**src/rtl/mcl_cfg.svh**
```systemverilog
`ifndef MCL_CFG_SVH
`define MCL_CFG_SVH

// Extended address slice checked at VMA load, bits 12..0
`define MCL_AD_W 13

// Held snapshot and PC flags
`define MCL_HELD_W 10

// Diagnostic bus slice driven by this board
`define MCL_DIAG_W 6

`endif

```
**src/rtl/mcl_pkg.sv**
```systemverilog
package mcl_pkg;

  // Microcode memory function, qualified by DRAM A for Aread
  typedef enum logic [2:0] {
    memNop      = 3'd0,
    memAread    = 3'd1,
    memWrite    = 3'd2,
    memRwCycle  = 3'd3,
    memRpwCycle = 3'd4,
    memLoadAr   = 3'd5,
    memLoadArx  = 3'd6,
    memFetch    = 3'd7
  } memFuncE;

  // Diagnostic readback groups
  // Codes 4..7 read back as zero
  typedef enum logic [2:0] {
    diagHeldLow  = 3'd0,
    diagHeldHigh = 3'd1,
    diagReq      = 3'd2,
    diagCtx      = 3'd3
  } diagSelE;

endpackage

```
**src/rtl/memCtlIf.sv**
```systemverilog
interface memCtlIf;

  // Registered request flags
  logic loadAr;
  logic loadArx;
  logic pause;
  logic write;
  logic fetch;

  // Registered VMA context
  logic vmaUser;
  logic vmaPublic;
  logic vmaPrevious;
  logic vmaExtended;
  logic adrErr;

  modport decode(output loadAr, loadArx, pause, write, fetch);

  modport ctx(output vmaUser, vmaPublic, vmaPrevious, vmaExtended, adrErr);

  modport observe(input loadAr, loadArx, pause, write, fetch,
                  input vmaUser, vmaPublic, vmaPrevious, vmaExtended, adrErr);

endinterface

```
**src/rtl/diagReadout.sv**
```systemverilog
`include "mcl_cfg.svh"

module diagReadout
  import mcl_pkg::*;
(
  input  logic                   diagRead,
  input  diagSelE                diagSel,
  input  logic [`MCL_HELD_W-1:0] heldOrPc,
  memCtlIf.observe               bus,
  output logic [`MCL_DIAG_W-1:0] diagData
);

  always_comb begin
    diagData = '0;
    if (diagRead) begin
      case (diagSel)
        diagHeldLow: begin
          diagData = heldOrPc[5:0];
        end
        diagHeldHigh: begin
          diagData = {2'b00, heldOrPc[9:6]};
        end
        diagReq: begin
          diagData = {bus.adrErr, bus.fetch, bus.write,
                      bus.pause, bus.loadArx, bus.loadAr};
        end
        diagCtx: begin
          diagData = {2'b00, bus.vmaExtended, bus.vmaPrevious,
                      bus.vmaPublic, bus.vmaUser};
        end
        // Unused groups float low on the EBUS
        default: begin
          diagData = '0;
        end
      endcase
    end
  end

endmodule

```
**src/rtl/heldFlags.sv**
```systemverilog
`include "mcl_cfg.svh"

module heldFlags (
  input  logic                   clk,
  input  logic                   rstN,
  input  logic                   loadVmaHeld,
  input  logic                   condSelVma,
  input  logic [`MCL_HELD_W-1:0] pcFlags,
  memCtlIf.observe               bus,
  output logic [`MCL_HELD_W-1:0] heldOrPc
);

  logic [`MCL_HELD_W-1:0] snapshot;
  logic [`MCL_HELD_W-1:0] heldReg;

  // loadAr sits in bit 0, adrErr in bit 9
  assign snapshot = {bus.adrErr,
                     bus.fetch,
                     bus.vmaExtended,
                     bus.vmaPrevious,
                     bus.vmaPublic,
                     bus.vmaUser,
                     bus.write,
                     bus.pause,
                     bus.loadArx,
                     bus.loadAr};

  always_ff @(posedge clk) begin
    if (!rstN) begin
      heldReg <= '0;
    end else if (loadVmaHeld) begin
      heldReg <= snapshot;
    end
  end

  // Conditional dispatch tests VMA state or PC flags
  assign heldOrPc = condSelVma ? heldReg : pcFlags;

endmodule

```
**src/rtl/memCtlTop.sv**
```systemverilog
`include "mcl_cfg.svh"

module memCtlTop
  import mcl_pkg::*;
(
  input  logic                   clk,
  input  logic                   rstN,
  input  logic                   memReq,
  input  memFuncE                memFunc,
  input  logic [2:0]             dramA,
  input  logic [8:0]             magic,
  input  logic                   userMode,
  input  logic                   publicMode,
  input  logic                   prevEn,
  input  logic [`MCL_AD_W-1:0]   adField,
  input  logic                   loadVmaHeld,
  input  logic                   condSelVma,
  input  logic [`MCL_HELD_W-1:0] pcFlags,
  input  logic                   diagRead,
  input  diagSelE                diagSel,
  output logic                   cycReq,
  output logic                   loadAr,
  output logic                   loadArx,
  output logic                   vmaPause,
  output logic                   vmaWrite,
  output logic                   vmaFetch,
  output logic                   vmaUser,
  output logic                   vmaPublic,
  output logic                   vmaPrevious,
  output logic                   vmaExtended,
  output logic                   vmaAdrErr,
  output logic [`MCL_HELD_W-1:0] heldOrPc,
  output logic [`MCL_DIAG_W-1:0] diagData
);

  memCtlIf bus();

  memFuncDecode u_decode (
    .clk     (clk),
    .rstN    (rstN),
    .memReq  (memReq),
    .memFunc (memFunc),
    .dramA   (dramA),
    .cycReq  (cycReq),
    .bus     (bus.decode)
  );

  vmaContext u_context (
    .clk        (clk),
    .rstN       (rstN),
    .memReq     (memReq),
    .memFunc    (memFunc),
    .magic      (magic),
    .userMode   (userMode),
    .publicMode (publicMode),
    .prevEn     (prevEn),
    .adField    (adField),
    .bus        (bus.ctx)
  );

  heldFlags u_held (
    .clk         (clk),
    .rstN        (rstN),
    .loadVmaHeld (loadVmaHeld),
    .condSelVma  (condSelVma),
    .pcFlags     (pcFlags),
    .bus         (bus.observe),
    .heldOrPc    (heldOrPc)
  );

  diagReadout u_diag (
    .diagRead (diagRead),
    .diagSel  (diagSel),
    .heldOrPc (heldOrPc),
    .bus      (bus.observe),
    .diagData (diagData)
  );

  // Status out to the MBOX side
  assign loadAr      = bus.loadAr;
  assign loadArx     = bus.loadArx;
  assign vmaPause    = bus.pause;
  assign vmaWrite    = bus.write;
  assign vmaFetch    = bus.fetch;
  assign vmaUser     = bus.vmaUser;
  assign vmaPublic   = bus.vmaPublic;
  assign vmaPrevious = bus.vmaPrevious;
  assign vmaExtended = bus.vmaExtended;
  assign vmaAdrErr   = bus.adrErr;

endmodule

```
**src/rtl/memFuncDecode.sv**
```systemverilog
module memFuncDecode
  import mcl_pkg::*;
(
  input  logic    clk,
  input  logic    rstN,
  input  logic    memReq,
  input  memFuncE memFunc,
  input  logic [2:0] dramA,
  output logic    cycReq,
  memCtlIf.decode bus
);

  logic isAread;
  logic areadA1;
  logic areadA7;
  logic areadA367;
  logic loadArNext;
  logic loadArxNext;
  logic pauseNext;
  logic writeNext;
  logic fetchNext;

  always_comb begin
    isAread   = (memFunc == memAread);
    areadA1   = isAread && (dramA == 3'd1);
    areadA7   = isAread && (dramA == 3'd7);
    // A = 3, 6 or 7 writes back the result
    areadA367 = isAread && ((dramA == 3'd3) || (dramA == 3'd6) || (dramA == 3'd7));

    loadArNext  = (memFunc == memLoadAr) || (memFunc == memRwCycle) ||
                  (memFunc == memRpwCycle) || (isAread && dramA[2]);
    loadArxNext = (memFunc == memLoadArx) || (memFunc == memFetch) || areadA1;
    pauseNext   = (memFunc == memRpwCycle) || areadA7;
    writeNext   = (memFunc == memWrite) || (memFunc == memRwCycle) ||
                  (memFunc == memRpwCycle) || areadA367;
    fetchNext   = (memFunc == memFetch) || areadA1;
  end

  assign cycReq = memReq && (memFunc != memNop);

  always_ff @(posedge clk) begin
    if (!rstN) begin
      bus.loadAr  <= 1'b0;
      bus.loadArx <= 1'b0;
      bus.pause   <= 1'b0;
      bus.write   <= 1'b0;
      bus.fetch   <= 1'b0;
    end else if (memReq) begin
      bus.loadAr  <= loadArNext;
      bus.loadArx <= loadArxNext;
      bus.pause   <= pauseNext;
      bus.write   <= writeNext;
      bus.fetch   <= fetchNext;
    end
  end

endmodule

```
**src/rtl/vmaContext.sv**
```systemverilog
`include "mcl_cfg.svh"

module vmaContext
  import mcl_pkg::*;
(
  input  logic                 clk,
  input  logic                 rstN,
  input  logic                 memReq,
  input  memFuncE              memFunc,
  input  logic [8:0]           magic,
  input  logic                 userMode,
  input  logic                 publicMode,
  input  logic                 prevEn,
  input  logic [`MCL_AD_W-1:0] adField,
  memCtlIf.ctx                 bus
);

  logic extEn;
  logic adrBad;
  logic adrErrNext;

  always_comb begin
    // Magic bit 7 asks for an extended reference
    extEn  = magic[7];
    // Section bits must be clear and bit 12 set for a legal extended address
    adrBad = (adField[11:6] != 6'b0) || !adField[12];
    adrErrNext = extEn && (memFunc != memNop) && adrBad;
  end

  always_ff @(posedge clk) begin
    if (!rstN) begin
      bus.vmaUser     <= 1'b0;
      bus.vmaPublic   <= 1'b0;
      bus.vmaPrevious <= 1'b0;
      bus.vmaExtended <= 1'b0;
      bus.adrErr      <= 1'b0;
    end else if (memReq) begin
      bus.vmaUser     <= userMode;
      bus.vmaPublic   <= publicMode;
      bus.vmaPrevious <= prevEn;
      bus.vmaExtended <= extEn;
      bus.adrErr      <= adrErrNext;
    end
  end

endmodule

```
**config.mk**
```make
export PLATFORM = sky130hd
export DESIGN_NAME = memCtlTop
export DESIGN_NICKNAME = d
export VERILOG_FILES = /design/src/rtl/mcl_pkg.sv /design/src/rtl/memCtlIf.sv /design/src/rtl/diagReadout.sv /design/src/rtl/heldFlags.sv /design/src/rtl/memCtlTop.sv /design/src/rtl/memFuncDecode.sv /design/src/rtl/vmaContext.sv
export VERILOG_INCLUDE_DIRS = /design/src /design/src/rtl
export SDC_FILE = /design/constraint.sdc
export NUM_CORES = 1
export LEC_CHECK = 0
export BUFFER_PORTS_ARGS = -buffer_cell sky130_fd_sc_hd__buf_4
export CAP_MARGIN = 20
export CORE_UTILIZATION = 44
export CTS_CLUSTER_DIAMETER = 150
export DETAILED_ROUTE_END_ITERATION = 10
export PLACE_DENSITY = 0.86
export SLEW_MARGIN = 10
export SYNTH_ARGS = -nofsm -noshare
export SYNTH_HDL_FRONTEND = slang
export SYNTH_SLANG_ARGS = --single-unit
```
**constraint.sdc**
```tcl
create_clock -name clk -period 3.1 [get_ports clk]
set_input_delay 0.31 -clock clk [delete_from_list [all_inputs] [get_ports clk]]
set_output_delay 0.31 -clock clk [all_outputs]
set_load 0.05 [all_outputs]
```
* Word-level counts from Yosys, hierarchy flattened *
Cells that the tools add are included.

word-level totals
  register bits = 20
  input port bits = 50
  word-level logic and storage cells = 52

operators by class
  eq/ne operators = 14
  muxes and demuxes = 3
  reduce and logical (&&, ||, !) cells = 24

operators with widths
  kind                  number
  $pmux W6 S4           1
  $eq A3 B3 Y1 const B  6
  $eq A3 B2 Y1 const B  5
  $logic_or A1 B1 Y1    13
  $mux W10              1
  $eq A3 B1 Y1 const B  3
  $logic_and A1 B1 Y1   7
  $mux W6               1
  $reduce_bool A6 Y1    1
  $logic_not A3 Y1      1
  $reduce_bool A3 Y1    1
  $logic_not A1 Y1      1

* Depth between registers and ports, before layout *
  depth after elaboration = 5
  mapped depth = 4
  gate-level depth less buffers = 3

* Hierarchy *
Synthesis repeated with hierarchy kept, for this count alone.

unflattened totals
  cell total of the unflattened synthesis = 114
  area, all modules = 1182.4 um^2

by module, submodules not included
  module         times used  cells an instance  area each (um^2)
  heldFlags      1           42                 535.5
  memFuncDecode  1           32                 270.3
  vmaContext     1           20                 217.7
  diagReadout    1           20                 158.9

* Least setup slack after synthesis *
OpenSTA, ideal clock, no wires.

  path type = in2out
  start point = input condSelVma
  end point = output diagData[4]
  arrival time = 2.017 ns
  required time = 2.790 ns
  path slack = 0.773 ns
  stages = 4
  path buffers = 1
  path through = buf_6 mux2_2 mux2i_1 nor3_1

on the way
  cells in the longest elaborated chain, start to end = 3

ends and longest elaborated chain
  what             RTL line           source
  start, declared  memCtlTop.sv:17    input logic condSelVma,
  $mux W10         heldFlags.sv:37    assign heldOrPc = condSelVma ? heldReg : pcFlags;
  net heldOrPc[4]  memCtlTop.sv:32    output logic [`MCL_HELD_W-1:0] heldOrPc,
  $pmux W6 S4      diagReadout.sv:16  case (diagSel)
  $mux W6          diagReadout.sv:15  if (diagRead) begin
  end, declared    memCtlTop.sv:33    output logic [`MCL_DIAG_W-1:0] diagData

The timed path passes the listed nets, and every way through them passes these cells.

* Final worst setup path *
  start point = register u_held.heldReg[7]
  end point = output diagData[1]

on the way
  cells in the longest elaborated chain, start to end = 3

ends and longest elaborated chain
  what                    RTL line           source
  start, declared         heldFlags.sv:14    logic [`MCL_HELD_W-1:0] heldReg;
  start signal, assigned  heldFlags.sv:32    heldReg <= snapshot;
  $mux W10                heldFlags.sv:37
  $pmux W6 S4             diagReadout.sv:16
  $mux W6                 diagReadout.sv:15

Every way passes these cells.

==> results.sh <==
export IMPL_cp_slowest_stage_delay_ns=0.35
export IMPL_yosys_top_cells_count="20 x dfxtp_1, 16 x nor2b_1, 15 x mux2i_1, 10 x mux2_2"
export IMPL_antenna_cells=0
export IMPL_power_leakage_nw=0.774
export IMPL_outcome="finished clean"
export IMPL_worst_path_max_fanout=2
export IMPL_ys_seq_elements=20
export IMPL_async_reset_ff_frac=0
export IMPL_clockBufferDepth=2
export IMPL_cts_buffers_inserted=3
export IMPL_slew_headroom=0.668
export IMPL_holdBufCountCts=0
export IMPL_clock_latency_ns=0.30
export IMPL_gp_congestion=0.740
export IMPL_vias=1114
export IMPL_hold_ws_ns=0.261
export IMPL_fillers=190
export IMPL_cts_repair_resized=0
export IMPL_path_cells="mux2_4 > a222oi_1 > nor2_1 > buf_4"
export IMPL_synth_top_area_share=0.354
export IMPL_cts_tree="built"
export IMPL_port_buffers=62
export IMPL_synthFlopType="dfxtp_1"
export IMPL_crit_required_ns=2.79
export IMPL_clock_skew_ns=0.00474
export IMPL_dieArea_sq_um=2770
export IMPL_fin_crit_ns=1.82
export IMPL_wl_per_cell_um=14.2
export IMPL_cts_root_buf="clkbuf_4"
export IMPL_coreArea_sq_um=2320
export IMPL_drv_cap=0
export IMPL_drive_gt1_frac=0.463
export IMPL_cp_start_kind="flop"
export IMPL_synth_cells=116
export IMPL_yosysTopAreaCell="dfxtp_1"
export IMPL_worst_pin_slew_ns=0.498
export IMPL_grt_first_pass_wirelength_mm=4.31
export IMPL_syn_to_final_growth_pct=45.6
export IMPL_synthTopCellsByArea="dfxtp_1 35%, mux2i_1 13%, mux2_2 10%"
export IMPL_arrival_ns=1.51
export IMPL_hpwl_mm=2.27
export IMPL_die_x_um=52.7
export IMPL_drv_slew=0
export IMPL_pin_count=77
export IMPL_htree_levels=1
export IMPL_path_class="flop to output port"
export IMPL_wl_mm=2.88
export IMPL_first_global_vias=998
export IMPL_drc=0
export IMPL_row_count=17
export IMPL_first_pass_iters=4
export IMPL_overflow=0
export IMPL_nNetsFinal=226
export IMPL_cpMaxStageDelayCell="a222oi_1"
export IMPL_dr_first_iter_drc_count=32
export IMPL_synth_edff_count=0
export IMPL_clk_pin_slew_worst_paths_ns=0.12
export IMPL_yosysUniqueCellTypes=29
export IMPL_finalCritPeriodShare=0.589
export IMPL_hp_class="input pin to flop"
export IMPL_end_kind="output port"
export IMPL_synth_seq_area_share=0.354
export IMPL_timing_hold_violations_final=0
export IMPL_peakVddDrop_uv=352
export IMPL_syn_num_nets=166
export IMPL_die_height_um=52.7
export IMPL_syn_area_sq_um=1130
export IMPL_routed_via_density=5.49
export IMPL_setup_tns_ns=0
export IMPL_synth_avg_cell_area_sq_um=9.74
export IMPL_ant_nets=0
export IMPL_grt_start_max_net_pins=21
export IMPL_yosysWarnings=0
export IMPL_cts_sinks=20
export IMPL_finalSetupViolCount=0
export IMPL_timing_fmax_ghz=0.548
export IMPL_grt_setup_unrepaired="no"
export IMPL_start_util=0.487
export IMPL_yosysMostFrequentCell="dfxtp_1"
export IMPL_post_cts_setup_buffers=0
export IMPL_power_density_nw_per_um2=428
export IMPL_antenna_found_initial=0
export IMPL_grt_usage=0.217
worst paths after layout:
path                          endpoint  cells after the start  slack, ns                  from
max                        diagData[1]                      4       1.28     u_held.heldReg[7]
min          u_context.bus.vmaPrevious                      3       0.26                prevEn
max reg2reg       u_context.bus.adrErr                      2       2.34  u_context.bus.adrErr
min reg2reg          u_held.heldReg[9]                      2       0.54     u_held.heldReg[9]
per-layer routing:
| layer | wire [um] | global-route usage | part of all wire |
|---|---|---|---|
| met5 | 0 | 0 | 0 |
| met2 | 1390 | 0.386 | 0.48 |
| met4 | 34 | 0.105 | 0.012 |
| met1 | 1300 | 0.250 | 0.45 |
| met3 | 160 | 0.0290 | 0.055 |
cells by family after synthesis:
logic type	synth area share
buffers and inverters	0.0332
and+or+nand+nor	0.194
DFF	0.354
muxes	0.286
AOI/OAI and AO/OA	0.133
power breakdown:
part | total (mW) | internal (mW) | switching [mW]
logic | 0.211 | 0.0898 | 0.122
clock network | 0.211 | 0.131 | 0.0808
registers | 0.282 | 0.270 | 0.0118
placed cells by master (no fill, tap or decap):
cell type   n
nor3b_1     1
mux2_2     10
buf_4      62
nor4b_1     1
nand2b_1    3
o21bai_1    1
nor2_1      5
bufinv_16   1
a31oi_1     4
a222oi_1    3
nand3_1     2
or2_2       1
a21oi_1     1
o21a_1      1
and3_1      1
dfxtp_1    20
a211oi_1    1
a21boi_0    1
mux2_4      4
nor3_1      5
nand4_1     1
mux2i_1    15
o211a_1     2
nor2b_1    16
o21ai_0     5
nand2_1     3
clkbuf_4    3
o211ai_1    1
a22oi_1     1
layout make-up:
cell class                 count  area [sq um]  area share
multi-input combinational     89           692       0.421
timing repair buffer          62           465       0.283
tap                           28          35.0      0.0213
sequential                    20           400       0.243
clock inverter                 1          30.0      0.0183
clock buffer                   3          22.5      0.0137
stage by stage:
step	util	cells	setup WS, ns	power (mW)	instance area (sq um)
4_1_cts	0.710	203	1.26	0.711	1650
6_report	0.710	203	1.28	0.704	1650
2_1_floorplan	-	116	0.773	0.420	1130
3_5_place_dp	0.687	199	1.35	0.498	1590
3_3_place_gp	0.687	199	1.36	0.494	1590
5_1_grt	0.710	203	1.18	0.734	1650
sequential cells by signal (all words and copies together), names as in the netlist:
signal and flops:
u_decode.bus.fetch 1, u_context.bus.vmaPublic 1, u_held.heldReg 10, u_decode.bus.write 1, u_decode.bus.loadArx 1, u_context.bus.vmaUser 1, u_decode.bus.pause 1, u_context.bus.vmaPrevious 1
u_decode.bus.loadAr 1, u_context.bus.adrErr 1, u_context.bus.vmaExtended 1
worst max-delay path: cells and delay by family (launching register included):
kind,cells,cell delay (ns)
compound gates,1,0.35
flops,1,0.33
buf+inv,1,0.19
mux,1,0.26
simple gates,1,0.08
(Power assumes the default switching activity.)
